[config.mk]
export PLATFORM = sky130hd
export DESIGN_NAME = core_top
export DESIGN_NICKNAME = d
export VERILOG_FILES = /design/src/rtl/core_pkg.sv /design/src/rtl/core_top.sv /design/src/rtl/core_seq.sv /design/src/rtl/core_regs.sv /design/src/rtl/core_alu.sv
export SDC_FILE = /design/constraint.sdc
export NUM_CORES = 1
export LEC_CHECK = 0
export BUFFER_PORTS_ARGS = -buffer_cell sky130_fd_sc_hd__buf_2
export CAP_MARGIN = 5
export CORE_AREA = 2 2 196 198
export DETAILED_ROUTE_END_ITERATION = 6
export DIE_AREA = 0 0 198 200
export GPL_ROUTABILITY_DRIVEN = 0
export PLACE_DENSITY = 0.73
export REMOVE_ABC_BUFFERS = 1
export SYNTH_ARGS = -nofsm -noshare
export SYNTH_HDL_FRONTEND = slang
export SYNTH_HIERARCHICAL = 1
export SYNTH_SLANG_ARGS = --single-unit
[constraint.sdc]
create_clock -name clk -period 7.7 [get_ports clk]
set_input_delay 0.385 -clock clk [delete_from_list [all_inputs] [get_ports clk]]
set_output_delay 0.385 -clock clk [all_outputs]
set_load 0.05 [all_outputs]
[src/rtl/core_pkg.sv]
//////////////////////////////
// shared types for the core
// opcodes, control-step codes,
// instruction union, flag byte
//////////////////////////////

package core_pkg;

    typedef enum logic [3:0] {
        LDI = 4'd0,
        LDR = 4'd1,
        ADD = 4'd2,
        SUB = 4'd3,
        AND = 4'd4,
        XOR = 4'd5,
        CP  = 4'd6,
        EXF = 4'd7,
        RFP = 4'd8
    } op_t;

    // register form: dst op src
    typedef struct packed {
        op_t        opcode;
        logic [1:0] dst;
        logic [1:0] src;
        logic [7:0] rsvd;
    } instr_reg_t;

    // immediate form: dst op #imm
    typedef struct packed {
        op_t        opcode;
        logic [1:0] dst;
        logic [9:0] imm;
    } instr_imm_t;

    typedef union packed {
        instr_reg_t r;
        instr_imm_t i;
    } instr_t;

    typedef enum logic [1:0] {NONE_RAL, LATCH_RAL} ral_t;

    typedef enum logic [1:0] {DST_RMUX, SRC_RMUX, IMM_RMUX, ZERO_RMUX} rmux_t;

    typedef enum logic [1:0] {NONE_OPND, LD0_OPND, LD1_OPND} opnd_t;

    typedef enum logic [2:0] {
        NONE_CC,
        ARITH_N0_CC,  // s z h v c from alu, n=0
        ARITH_N1_CC,  // same, n=1
        LOGIC_H1_CC,  // s z from alu, h=1, v=parity, n=0, c=0
        LOGIC_H0_CC,  // as above with h=0
        EXF_CC        // swap main and alternate sets
    } cc_t;

    typedef enum logic [1:0] {NONE_LD, DST_LD, RFP_LD} ld_t;

    // flag byte, bit 7 down: s z 0 h 0 v n c

endpackage
[src/rtl/core_top.sv]
//////////////////////////////
// core top level
// sequencer, registers, ALU
//////////////////////////////

`timescale 1ns/1ps

module core_top import core_pkg::*; #(
    parameter int DATA_W = 16
) (
    input  logic              clk,
    input  logic              rst,
    input  logic              cen,
    input  logic              instr_valid,
    input  logic [15:0]       instr,
    output logic              instr_ready,
    output logic              done,
    output logic [DATA_W-1:0] res,
    output logic [7:0]        flags
);

    instr_t            md;
    op_t               op;
    ral_t              ral_sel;
    rmux_t             rmux_sel;
    opnd_t             opnd_sel;
    cc_t               cc_sel;
    ld_t               ld_sel;
    logic [DATA_W-1:0] op0, op1, rslt;
    logic              zi, hi, vi, ni, ci, pi;

    core_seq u_seq (
        .clk         (clk),
        .rst         (rst),
        .cen         (cen),
        .instr_valid (instr_valid),
        .instr       (instr),
        .instr_ready (instr_ready),
        .done        (done),
        .md          (md),
        .op          (op),
        .ral_sel     (ral_sel),
        .rmux_sel    (rmux_sel),
        .opnd_sel    (opnd_sel),
        .cc_sel      (cc_sel),
        .ld_sel      (ld_sel)
    );

    core_regs #(.DATA_W(DATA_W)) u_regs (
        .clk      (clk),
        .rst      (rst),
        .cen      (cen),
        .md       (md),
        .ral_sel  (ral_sel),
        .rmux_sel (rmux_sel),
        .opnd_sel (opnd_sel),
        .cc_sel   (cc_sel),
        .ld_sel   (ld_sel),
        .rslt     (rslt),
        .zi       (zi),
        .hi       (hi),
        .vi       (vi),
        .ni       (ni),
        .ci       (ci),
        .pi       (pi),
        .op0      (op0),
        .op1      (op1),
        .op2      (res),  // result latched at write-back
        .flags    (flags)
    );

    core_alu #(.DATA_W(DATA_W)) u_alu (
        .op   (op),
        .op0  (op0),
        .op1  (op1),
        .rslt (rslt),
        .zi   (zi),
        .hi   (hi),
        .vi   (vi),
        .ni   (ni),
        .ci   (ci),
        .pi   (pi)
    );

endmodule

[src/rtl/core_seq.sv]
//////////////////////////////
// instruction sequencer
// issue handshake, four steps
// of register-file control codes
//////////////////////////////

`timescale 1ns/1ps

module core_seq import core_pkg::*; (
    input  logic   clk,
    input  logic   rst,
    input  logic   cen,
    input  logic   instr_valid,
    input  instr_t instr,
    output logic   instr_ready,
    output logic   done,
    output instr_t md,
    output op_t    op,
    output ral_t   ral_sel,
    output rmux_t  rmux_sel,
    output opnd_t  opnd_sel,
    output cc_t    cc_sel,
    output ld_t    ld_sel
);

    localparam logic [2:0] IDLE = 3'd0;
    localparam logic [2:0] S1   = 3'd1;
    localparam logic [2:0] S2   = 3'd2;
    localparam logic [2:0] S3   = 3'd3;
    localparam logic [2:0] S4   = 3'd4;

    logic [2:0] step;
    logic       accept;

    assign instr_ready = (step == IDLE);
    assign accept      = instr_valid && instr_ready;
    assign op          = md.r.opcode;

    always_ff @(posedge clk) begin
        if (cen && accept) md <= instr;  // held until the next issue
    end

    always_ff @(posedge clk, posedge rst) begin
        if (rst) begin
            step <= IDLE;
            done <= 1'b0;
        end else if (cen) begin
            done <= (step == S4);
            case (step)
                IDLE:    step <= accept ? S1 : IDLE;
                S4:      step <= IDLE;
                default: step <= step + 3'd1;
            endcase
        end
    end

    // one control word per step
    always_comb begin
        ral_sel  = NONE_RAL;
        rmux_sel = ZERO_RMUX;
        opnd_sel = NONE_OPND;
        cc_sel   = NONE_CC;
        ld_sel   = NONE_LD;
        case (step)
            S1: ral_sel = LATCH_RAL;
            S2: begin
                rmux_sel = DST_RMUX;
                opnd_sel = LD0_OPND;
            end
            S3: begin
                opnd_sel = LD1_OPND;
                case (op)
                    LDI, RFP: rmux_sel = IMM_RMUX;
                    EXF:      rmux_sel = ZERO_RMUX;  // res reads zero
                    default:  rmux_sel = SRC_RMUX;
                endcase
            end
            S4: begin
                case (op)
                    LDI, LDR: ld_sel = DST_LD;  // flags untouched
                    ADD: begin
                        ld_sel = DST_LD;
                        cc_sel = ARITH_N0_CC;
                    end
                    SUB: begin
                        ld_sel = DST_LD;
                        cc_sel = ARITH_N1_CC;
                    end
                    AND: begin
                        ld_sel = DST_LD;
                        cc_sel = LOGIC_H1_CC;
                    end
                    XOR: begin
                        ld_sel = DST_LD;
                        cc_sel = LOGIC_H0_CC;
                    end
                    CP:      cc_sel = ARITH_N1_CC;  // compare, no write
                    EXF:     cc_sel = EXF_CC;
                    RFP:     ld_sel = RFP_LD;
                    default: ;
                endcase
            end
            default: ;
        endcase
    end

endmodule

[src/rtl/core_regs.sv]
//////////////////////////////
// banked register file
// address latches, operand mux,
// operand latches, write-back,
// main and alternate flag sets
//////////////////////////////

`timescale 1ns/1ps

module core_regs import core_pkg::*; #(
    parameter int DATA_W = 16
) (
    input  logic              clk,
    input  logic              rst,
    input  logic              cen,
    input  instr_t            md,
    input  ral_t              ral_sel,
    input  rmux_t             rmux_sel,
    input  opnd_t             opnd_sel,
    input  cc_t               cc_sel,
    input  ld_t               ld_sel,
    input  logic [DATA_W-1:0] rslt,
    input  logic              zi,
    input  logic              hi,
    input  logic              vi,
    input  logic              ni,
    input  logic              ci,
    input  logic              pi,
    output logic [DATA_W-1:0] op0,
    output logic [DATA_W-1:0] op1,
    output logic [DATA_W-1:0] op2,
    output logic [7:0]        flags
);

    logic [DATA_W-1:0] regs [0:15];  // four banks of four
    logic [DATA_W-1:0] rmux;
    logic [3:0]        src, dst;     // {rfp, field}
    logic [1:0]        rfp;
    logic              s, z, h, v, n, c;
    logic              s_, z_, h_, v_, n_, c_;  // alternate set
    logic              wb;

    assign flags = {s, z, 1'b0, h, 1'b0, v, n, c};

    // every final step either writes or touches flags
    assign wb = (ld_sel != NONE_LD) || (cc_sel != NONE_CC);

    always_comb begin
        case (rmux_sel)
            DST_RMUX: rmux = regs[dst];
            SRC_RMUX: rmux = regs[src];
            IMM_RMUX: rmux = DATA_W'(md.i.imm);  // zero extended
            default:  rmux = '0;
        endcase
    end

    always_ff @(posedge clk) begin
        if (cen) begin
            case (opnd_sel)
                LD0_OPND: op0 <= rmux;
                LD1_OPND: op1 <= rmux;
                default: ;
            endcase
        end
    end

    always_ff @(posedge clk, posedge rst) begin
        if (rst) begin
            for (int i = 0; i < 16; i++) begin
                regs[i] <= '0;
            end
            src <= '0;
            dst <= '0;
            rfp <= '0;
            op2 <= '0;
            {s, z, h, v, n, c} <= '0;
            {s_, z_, h_, v_, n_, c_} <= '0;
        end else if (cen) begin
            if (ral_sel == LATCH_RAL) begin
                src <= {rfp, md.r.src};
                dst <= {rfp, md.r.dst};
            end
            case (ld_sel)
                DST_LD: regs[dst] <= rslt;
                RFP_LD: rfp <= rslt[1:0];
                default: ;
            endcase
            if (wb) begin
                op2 <= (ld_sel == RFP_LD) ? '0 : rslt;  // pointer load reports zero
            end
            case (cc_sel)
                ARITH_N0_CC: {s, z, h, v, n, c} <= {ni, zi, hi, vi, 1'b0, ci};
                ARITH_N1_CC: {s, z, h, v, n, c} <= {ni, zi, hi, vi, 1'b1, ci};
                LOGIC_H1_CC: {s, z, h, v, n, c} <= {ni, zi, 1'b1, pi, 1'b0, 1'b0};
                LOGIC_H0_CC: {s, z, h, v, n, c} <= {ni, zi, 1'b0, pi, 1'b0, 1'b0};
                EXF_CC: begin
                    {s, z, h, v, n, c}       <= {s_, z_, h_, v_, n_, c_};
                    {s_, z_, h_, v_, n_, c_} <= {s, z, h, v, n, c};
                end
                default: ;
            endcase
        end
    end

endmodule

[src/rtl/core_alu.sv]
//////////////////////////////
// combinational ALU
// result and candidate flags
//////////////////////////////

`timescale 1ns/1ps

module core_alu import core_pkg::*; #(
    parameter int DATA_W = 16
) (
    input  op_t               op,
    input  logic [DATA_W-1:0] op0,
    input  logic [DATA_W-1:0] op1,
    output logic [DATA_W-1:0] rslt,
    output logic              zi,
    output logic              hi,
    output logic              vi,
    output logic              ni,
    output logic              ci,
    output logic              pi
);

    localparam int MSB = DATA_W - 1;

    logic [DATA_W:0] sum, diff;
    logic [4:0]      hsum, hdiff;  // low nibble only, for half carry

    assign sum   = {1'b0, op0} + {1'b0, op1};
    assign diff  = {1'b0, op0} - {1'b0, op1};
    assign hsum  = {1'b0, op0[3:0]} + {1'b0, op1[3:0]};
    assign hdiff = {1'b0, op0[3:0]} - {1'b0, op1[3:0]};

    always_comb begin
        rslt = op1;  // loads pass the second operand
        hi   = 1'b0;
        vi   = 1'b0;
        ci   = 1'b0;
        case (op)
            ADD: begin
                rslt = sum[MSB:0];
                hi   = hsum[4];
                ci   = sum[DATA_W];
                vi   = (op0[MSB] == op1[MSB]) && (sum[MSB] != op0[MSB]);
            end
            SUB, CP: begin
                rslt = diff[MSB:0];
                hi   = hdiff[4];    // borrow out of bit 3
                ci   = diff[DATA_W];
                vi   = (op0[MSB] != op1[MSB]) && (diff[MSB] != op0[MSB]);
            end
            AND: rslt = op0 & op1;
            XOR: rslt = op0 ^ op1;
            default: ;
        endcase
    end

    assign zi = (rslt == '0);
    assign ni = rslt[MSB];      // feeds the s flag
    assign pi = ~^rslt[7:0];    // even parity of low byte

endmodule

# After elaboration in Yosys (flattened, before gate mapping)
# Cells that the tools add are included.
[op_classes] shifts=0 magnitude_cmp=3 n_mul=0 eq_ne=28 bitwise=4 reduce_logical=35 n_addsub=5 muxes=31 div=0
[op_table] cell="$bwmux W256" count=1
[op_table] cell="$bmux W16 S4" count=2
[op_table] cell="$mux W16" count=6
[op_table] cell="$demux W16 S4" count=1
[op_table] cell="$pmux W16 S4" count=1
[op_table] cell="$pmux W16 S3" count=1
[op_table] cell="$reduce_and A2 Y1" count=11
[op_table] cell="$add A16 B16 Y17" count=1
[op_table] cell="$sub A16 B16 Y17" count=1
[op_table] cell="$and A16 B16 Y16" count=1
[op_table] cell="$eq A4 B3 Y1 const B" count=4
[op_table] cell="$logic_not A16 Y1" count=1
[op_table] cell="$pmux W2 S2" count=4
[op_table] cell="$xor A16 B16 Y16" count=1
[op_table] cell="$pmux W3 S5" count=1
[op_table] cell="$eq A3 B2 Y1 const B" count=4
[op_table] cell="$ge A5 B5 Y1 const B" count=2
[op_table] cell="$not A4 Y5" count=2
[op_table] cell="$pmux W1 S2" count=5
[op_table] cell="$eq A3 B3 Y1 const B" count=3
[op_table] cell="$pmux W1 S3" count=3
[op_table] cell="$reduce_bool A3 Y1" count=3
[op_table] cell="$eq A4 B2 Y1 const B" count=2
[op_table] cell="$reduce_or A2 Y1" count=4
[op_table] cell="other kinds (28)" count=41
[totals] input_bits=20 elab_cells=143 regBits=346 mem_count=0 ram_bits=0 rom_bits=0 output_inout_bits=26 latch_bits=0

# Longest topological paths before layout
# Gate-level depths: netlist of the first run.
[logic_depth] word_depth=8 depth_mapped=19 mapped_depth_nobuf=17

# Cells and area by module
# The synthesis of the first run kept the hierarchy.
[by_module_without_submodules] mod="core_regs" cells_each=1184 area_per_inst_um2=16627.2 seq_area_each_um2=8267.9 n_inst=1
[by_module_without_submodules] mod="core_alu" cells_each=408 area_per_inst_um2=2705.1 seq_area_each_um2=0.0 n_inst=1
[by_module_without_submodules] mod="core_seq" cells_each=74 area_per_inst_um2=953.4 seq_area_each_um2=580.6 n_inst=1

# Least setup slack after synthesis of the first run
# OpenSTA, ideal clock, no wires.
[synth_path] path_kind="register to register" from="register u_seq/md[13] (netlist name)" to="register u_regs.v" arrival_time_ns=3.365 synth_period_minus_slack_ns=3.450 path_slack_ns=4.250 stages_incl_launch_ff=18 path_buffers=4 setup_ns=0.085 cell_sequence="edfxtp_1 buf_4 buf_2 nand2b_1 or3_1 clkbuf_1 clkbuf_1 nor2_1 a2111oi_0 a21oi_1 a221oi_1 ha_1 xnor2_1 xnor2_1 mux2i_1 a211oi_1 o22ai_1 o21ai_0"
[synth_lines] item="start, declared" line_no="core_seq.sv:17" rtl="output instr_t md,"
[synth_lines] item="start signal, assigned" line_no="core_seq.sv:40" rtl="if (cen && accept) md <= instr;"
[synth_lines] item="$eq A4 B2 Y1 / $eq A4 B3 Y1 (equally long branches)" line_no="core_alu.sv:38" rtl="case (op)"
[synth_lines] item="$reduce_or A2 Y1 (no source line)"
[synth_lines] item="$pmux W16 S4 (*)" line_no="core_alu.sv:38"
[synth_lines] item="$reduce_xnor A8 Y1 (*)" line_no="core_alu.sv:59" rtl="assign pi = ~^rslt[7:0];"
[synth_lines] item="via pi" line_no="core_top.sv:30" rtl="logic zi, hi, vi, ni, ci, pi;"
[synth_lines] item="$pmux W1 S3 (*)" line_no="core_regs.sv:91" rtl="case (cc_sel)"
[synth_lines] item="end signal, assigned" line_no="core_regs.sv:92" rtl="ARITH_N0_CC: {s, z, h, v, n, c} <= {ni, zi, hi, vi, 1'b0, ci};"
[synth_lines] item="end signal, assigned" line_no="core_regs.sv:93" rtl="ARITH_N1_CC: {s, z, h, v, n, c} <= {ni, zi, hi, vi, 1'b1, ci};"
[synth_lines] item="end signal, assigned" line_no="core_regs.sv:94" rtl="LOGIC_H1_CC: {s, z, h, v, n, c} <= {ni, zi, 1'b1, pi, 1'b0, 1'b0};"
[synth_lines] item="end, declared" line_no="core_regs.sv:39" rtl="logic s, z, h, v, n, c;"
# The timed path passes the listed nets; every way through them passes the cells marked *.
# A chain may end at the register's enable or synchronous reset.

# Final worst setup path of the first run
[layout_path] from="register u_regs.op1[2]" to="register u_regs.v"
[layout_lines] item="start, declared" line_no="core_regs.sv:30" rtl="output logic [DATA_W-1:0] op1,"
[layout_lines] item="start signal, assigned" line_no="core_regs.sv:61" rtl="LD1_OPND: op1 <= rmux;"
[layout_lines] item="$sub A16 B16 Y17, or another cell as far along" line_no="core_alu.sv:29" rtl="assign diff = {1'b0, op0} - {1'b0, op1};"
[layout_lines] item="$pmux W16 S4 (*)" line_no="core_alu.sv:38"
[layout_lines] item="$reduce_xnor A8 Y1 (*)" line_no="core_alu.sv:59"
[layout_lines] item="via pi" line_no="core_top.sv:30"
[layout_lines] item="$pmux W1 S3 (*)" line_no="core_regs.sv:91"
# Marks and branches as above.

==> results of run 1 <==
[metal layers]
layer,global-route usage,wire length [um],share of wire
met1,0.360,22000,0.41
met5,0,0,0
met2,0.455,25400,0.47
met3,0.0462,3810,0.071
met4,0.139,2710,0.050
[worst register-to-register path: stages (launching register included)]
cell       delay [ns]
edfxtp_1         0.47
inv_1            0.08
ha_1             0.38
o21ai_0          0.19
a21oi_1          0.11
o21ai_1          0.29
nand2b_1         0.12
a2111oi_0        0.45
a21oi_1          0.10
a221oi_1         0.33
ha_1             0.31
xnor2_1          0.14
xnor2_1          0.33
mux2i_1          0.12
a211oi_1         0.27
o22ai_1          0.12
o21ai_0          0.17
[logic make-up (layout without fill, tap and decap cells)]
| logic type | count (synthesis) | in the layout | share of synthesized area |
|---|---|---|---|
| AO/OA/AOI/OAI | 306 | 306 | 0.107 |
| flip-flops | 344 | 344 | 0.436 |
| other | 2 | 3 | 0.000370 |
| AND/OR/NAND/NOR | 310 | 310 | 0.0838 |
| adder cells (fa/ha/maj) | 48 | 48 | 0.0303 |
| multiplexers | 459 | 459 | 0.291 |
| buffers and inverters | 187 | 189 | 0.0474 |
| XOR/XNOR | 10 | 10 | 0.00469 |
[through the flow]
step | power, mW | cell area, um2 | util
floorplan | 3.89 | 19500 | -
global placement | 4.44 | 20600 | 0.551
detailed placement | 4.49 | 20600 | 0.551
CTS | 6.35 | 21900 | 0.586
global route | 6.62 | 21900 | 0.586
finish | 6.35 | 21900 | 0.586
[registers in the layout, summed over array words and instances, names as in the netlist]
signal / count
u_regs/regs: 256
u_regs/op0: 16
u_regs/op1: 16
u_regs/op2: 16
u_seq/md: 16
u_regs/src: 4
u_seq/step: 3
u_regs/dst: 2
u_regs/rfp: 2
u_regs/c: 1
u_regs/c_: 1
u_regs/h: 1
u_regs/h_: 1
u_regs/n: 1
u_regs/n_: 1
u_regs/s: 1
u_regs/s_: 1
u_regs/v: 1
u_regs/v_: 1
u_regs/z: 1
u_regs/z_: 1
u_seq/done: 1
[layout make-up]
cell class                      instances  share of cell area
Timing Repair Buffer                   75              0.0209
Multi-Input combinational cell       1136               0.479
Sequential cell                       344               0.404
Tap cell                              511              0.0292
Inverter                               44             0.00788
Clock buffer                           55              0.0529
Clock inverter                         15             0.00599
[placed cells by master (no fill, tap or decap), types with 8 or more instances in the layout]
cell type    n
a21oi_1     48
a211o_1     12
nor2b_1     28
clkbuf_16   41
inv_1       42
a211oi_1    18
nand2_1     93
ha_1        46
mux4_2      76
nor2_1      51
mux2_2     267
dfrtp_1    292
buf_4       31
a221o_1     11
edfxtp_1    48
nand2b_1    29
o22ai_1     23
o21ai_0     50
nor3_1      12
clkbuf_8     8
mux2_1      15
nor4_1      13
mux2i_1    101
nand3_1     10
a22oi_1     63
buf_2       43
[report_power, final]
part / leakage, nW / switching [mW] / internal [mW] / total, mW
clock: 0.634 / 0.756 / 1.09 / 1.85
combinational: 4.69 / 1.26 / 0.829 / 2.09
sequential: 4.52 / 0.340 / 2.07 / 2.41
[repair_timing]
action | in CTS | in global routing
hold endpoints to repair | 4 | 0
resized for setup | 0 | 0
hold buffers | 1 | 0
[path summary, 6_finish.rpt]
| kind | to | startpoint | slack [ns] |
|---|---|---|---|
| max in group asynchronous | u_regs/src[3] | rst | 5.41 |
| min in group asynchronous | u_seq/step[1] | rst | 0.33 |
| max reg2reg | u_regs/v | u_regs/op1[2] | 3.61 |
| min | u_seq/md[7] | instr[7] | 0.02 |
| min reg2reg | u_regs/op2[9] | u_regs/op2[9] | 0.47 |
| max | u_regs/v | u_regs/op1[2] | 3.61 |
==> results.json, run 1 <==
{
  "hp-class": "in2reg",
  "whs_ns": 0.0223,
  "routed_via_density": 6.57,
  "drc": 0,
  "multiInputGateArea_mm2": 0.0105,
  "ys.flop_type": "dfrtp_1",
  "holdPathStages": 1,
  "seq_area_mm2": 0.00886,
  "ys_seq_elements": 344,
  "ys_warn_count": 6,
  "wl_per_cell_um": 24.8,
  "end_kind": "register",
  "dp_hpwl_mm": 34.9,
  "clk_latency_ns": 0.55,
  "drv_cap": 0,
  "path_delay_family": "compound AO/OA/AOI/OAI gates",
  "root_buffer": "clkbuf_16",
  "cpPeakStageDelay_ns": 0.47,
  "worst_slew_pin_slew_ns": 1.32,
  "num-fill-cells": 2959,
  "final_nets": 1708,
  "synth.most_common_cell": "dfrtp_1",
  "drt_first_pass_iters": 7,
  "core_mm2": 0.0374,
  "cts_max_level": 2,
  "vias": 14329,
  "synth-edff-count": 48,
  "synth.distinct_cells": 92,
  "fin_cells": 2180,
  "start_util": 0.542,
  "yosys-top-cells-count": "dfrtp_1, mux2_2, mux2i_1",
  "antennaDiodeCount": 0,
  "slew_headroom": 0.119,
  "timing.fmax_ghz": 0.245,
  "die_area_mm2": 0.0396,
  "yosysTopAreaCell": "dfrtp_1",
  "leakage_nw": 9.85,
  "ir_worst_vdd_v": 0.000174,
  "cts_made_buffers": 39,
  "synth-async-reset-ratio": 0.860,
  "criticalPathCategory": "reg2reg",
  "drv_slew": 0,
  "antenna_found_initial": 0,
  "min_period_over_period": 0.531,
  "io_pins": 46,
  "cts_tree": "yes",
  "area_growth_pct": 8.06,
  "clk_pin_slew_worst_paths_ns": 0.06,
  "worst_clock_skew_ns": 0.0244,
  "cts_sinks": 344,
  "chipWidth_um": 198,
  "layout-drive-gt1-share": 0.316,
  "overflow": 0,
  "crit_slowest_cell": "edfxtp_1",
  "grt_setup_unrepaired": "no",
  "post_cts_buffers": 0,
  "post-route-min-period_ns": 4.09,
  "tns_ns": 0,
  "drtIter0Drc": 1532,
  "path_max_fanout": 9,
  "die_h_um": 200,
  "grt_pass1_wl_mm": 83.8,
  "crit_path_start_kind": "register",
  "path_cells": "inv_1, ha_1, o21ai_0, a21oi_1, o21ai_1, nand2b_1, a2111oi_0, a21oi_1, a221oi_1, ha_1, xnor2_1, xnor2_1, mux2i_1, a211oi_1, o22ai_1, o21ai_0",
  "clockBufferDepth": 3,
  "cp.arrival_ns": 4.53,
  "cp.depth": 16,
  "crit_buf_inv": 1,
  "ys_seq_area_frac": 0.436,
  "yosysTopAreaCellShare": 0.365,
  "dp_cells": 2109,
  "finalWorstSetupSlack_ns": 3.61,
  "synthTopCellsByArea": "dfrtp_1, mux2_2, mux4_2",
  "status": "completed",
  "ant_nets": 0,
  "synthCells": 1666,
  "critPathRequiredTime_ns": 8.14,
  "synth_area_mm2": 0.0203,
  "grt_pass1_vias": 14465,
  "pre_cts_ws_ns": 3.72,
  "p_per_area_mw_per_mm2": 290,
  "num_rows": 71,
  "grt_max_degree": 145,
  "setup_viol": 0,
  "syn_avg_cell_area_um2": 12.2,
  "grt_usage": 0.278,
  "hold_viol": 0,
  "worstRegToRegCells": 16,
  "io_buffers": 43,
  "drt-total-wl_mm": 54.0
}
No activity file was read; power rests on OpenSTA's default activity.
==> inputs of run 2 (changes only) <==
--- a/config.mk
+++ b/config.mk
@@ -11,7 +11,7 @@
 export DETAILED_ROUTE_END_ITERATION = 6
 export DIE_AREA = 0 0 198 200
 export GPL_ROUTABILITY_DRIVEN = 0
-export PLACE_DENSITY = 0.73
+export PLACE_DENSITY = 0.71
 export REMOVE_ABC_BUFFERS = 1
 export SYNTH_ARGS = -nofsm -noshare
 export SYNTH_HDL_FRONTEND = slang
==> constraint.sdc (replaced) <==
create_clock -name clk -period 4 [get_ports clk]
set_input_delay 0.2 -clock clk [delete_from_list [all_inputs] [get_ports clk]]
set_output_delay 0.2 -clock clk [all_outputs]
set_load 0.05 [all_outputs]
==> run 2 against run 1 <==
Against the previous run: the flow now finishes with violations (design-rule violations); sequential power increased by 90%; die area is the same; worst setup slack got worse by 3.5 ns; cell area is 2.6% higher; fmax up 6.5%; critical endpoint is now u_regs/z; highest routed layer unchanged; register-to-register slack got worse by 3.5 ns; critical path depth down 2.
==> results.json, run 2 (synthesis gave the netlist of run 1 again) <==
{
  "end_kind": "register",
  "grt_pass1_wl_mm": 84.6,
  "pre_cts_ws_ns": 0.0765,
  "ant_nets": 0,
  "final_cell_area_mm2": 0.0225,
  "drt_first_pass_iters": 7,
  "cts_tree": "yes",
  "io_buffers": 43,
  "finalWorstSetupSlack_ns": 0.158,
  "largest_register_ffs": 256,
  "final_cell_mix": "dfrtp_1, mux2_2, mux2i_1",
  "hold_viol": 0,
  "placed_cell_area_mm2": 0.0209,
  "final_nets": 1758,
  "die_area_mm2": 0.0396,
  "layout.cells.most_common": "dfrtp_1",
  "cp.arrival_ns": 4.30,
  "post-route-min-period_ns": 3.84,
  "setup_viol": 0,
  "drt-total-wl_mm": 54.2,
  "clk_latency_ns": 0.54,
  "antennaDiodeCount": 0,
  "criticalPathCategory": "reg2reg",
  "wl_met2_mm": 25.4,
  "area_growth_pct": 10.9,
  "drtIter0Drc": 1385,
  "grt_max_degree": 118,
  "violations": "design-rule violations",
  "critPathRequiredTime_ns": 4.45,
  "regMostFlops": "u_regs/regs",
  "num_rows": 71,
  "io_pins": 46,
  "root_buffer": "clkbuf_16",
  "cts_sinks": 344,
  "cts_made_buffers": 38,
  "layout-drive-gt1-share": 0.333,
  "fin_cells": 2230,
  "start_util": 0.542,
  "timing.fmax_ghz": 0.260,
  "hp-class": "in2reg",
  "die_h_um": 200,
  "worst_slew_pin_slew_ns": 1.18,
  "dp_hpwl_mm": 35.5,
  "grt_pass1_vias": 14766,
  "fin_util": 0.602,
  "power_mw": 12.5,
  "antenna_found_initial": 0,
  "drc": 5,
  "core_mm2": 0.0374,
  "leakage_nw": 10.1,
  "wl_met1_mm": 22.3,
  "cts_max_level": 2,
  "chipWidth_um": 198,
  "p_per_area_mw_per_mm2": 556,
  "status": "complete, but fails checks",
  "dr.max_layer_used": "met4",
  "path_max_fanout": 5,
  "grt_usage": 0.279,
  "crit_path_start_kind": "register",
  "min_period_over_period": 0.960,
  "worst_clock_skew_ns": 0.0136,
  "overflow": 0,
  "clockBufferDepth": 3,
  "drv_slew": 0,
  "drv_cap": 0,
  "slew_headroom": 0.210,
  "wl_per_cell_um": 24.3,
  "dp_cells": 2142,
  "ir_worst_vdd_v": 0.000319,
  "clk_pin_slew_worst_paths_ns": 0.06,
  "vias": 14418,
  "routed_via_density": 6.47,
  "dr_wl_met3_mm": 3.88
}
-- run 2: path summary, 6_finish.rpt --
path / start / endpoint / slack [ns] / cells after the start
max in group asynchronous: rst / u_regs/regs[71] / 2.66 / 4
hold reg to reg: u_regs/op2[5] / u_regs/op2[5] / 0.47 / 2
hold / removal: instr_valid / u_seq/step[0] / 0.06 / 3
setup reg to reg: u_regs/op1[1] / u_regs/z / 0.16 / 14
min in group asynchronous: rst / u_seq/step[1] / 0.15 / 3
setup / recovery: u_regs/op1[1] / u_regs/z / 0.16 / 14
-- run 2: cell type report --
cell class / instances / area, um2
multi-input combinational: 1136 / 10600
timing repair buffer: 126 / 956
sequential: 344 / 8860
fill: 2920 / 14900
inverter: 44 / 173
clock buffer: 55 / 1130
tap: 511 / 639
clock inverter: 14 / 180
-- run 2: where the power goes --
| group | internal (mW) | total, mW | switching, mW | leakage, nW |
|---|---|---|---|---|
| sequential | 3.99 | 4.58 | 0.589 | 4.52 |
| clock | 2.22 | 3.66 | 1.44 | 0.646 |
| combinational | 1.69 | 4.26 | 2.57 | 4.96 |
| total | 7.90 | 12.5 | 4.60 | 10.1 |
-- run 2: metal layers --
metal  global-route usage  vias to the layer above
li1                     -                     6293
met5                    0                        -
met2                0.461                      610
met4                0.136                        0
met1                0.363                     7329
met3               0.0445                      186
-- run 2: what timing repair did --
action / 4_1_cts / 5_1_grt
hold endpoints to repair: 133 / 0
resized for setup: 0 / 17
endpoints found under the setup margin: 0 / 2
hold buffers: 17 / 0
buffers inserted: 0 / 2
-- run 2: worst max-delay path: stages (launching register included) --
cell and delay [ns]:
edfxtp_1 0.47, ha_1 0.26, or2_2 0.30, o211ai_1 0.31, nand2_2 0.16, a211oi_4 0.32
o221ai_1 0.17, a222oi_1 0.44, ha_2 0.25, nand4_1 0.09, nor2_2 0.13, or4b_4 0.48
nor4_2 0.14, mux2i_1 0.10, o21ai_0 0.14
-- run 2: metrics by stage --
| step | hold WS, ns | TNS, ns |
|---|---|---|
| global route | 0.0918 | -0.121 |
| CTS | 0.0425 | 0 |
| detailed placement | 0.143 | 0 |
| floorplan | -0.0339 | -1362.08 |
| finish | 0.0614 | 0 |
| global placement | 0.142 | 0 |
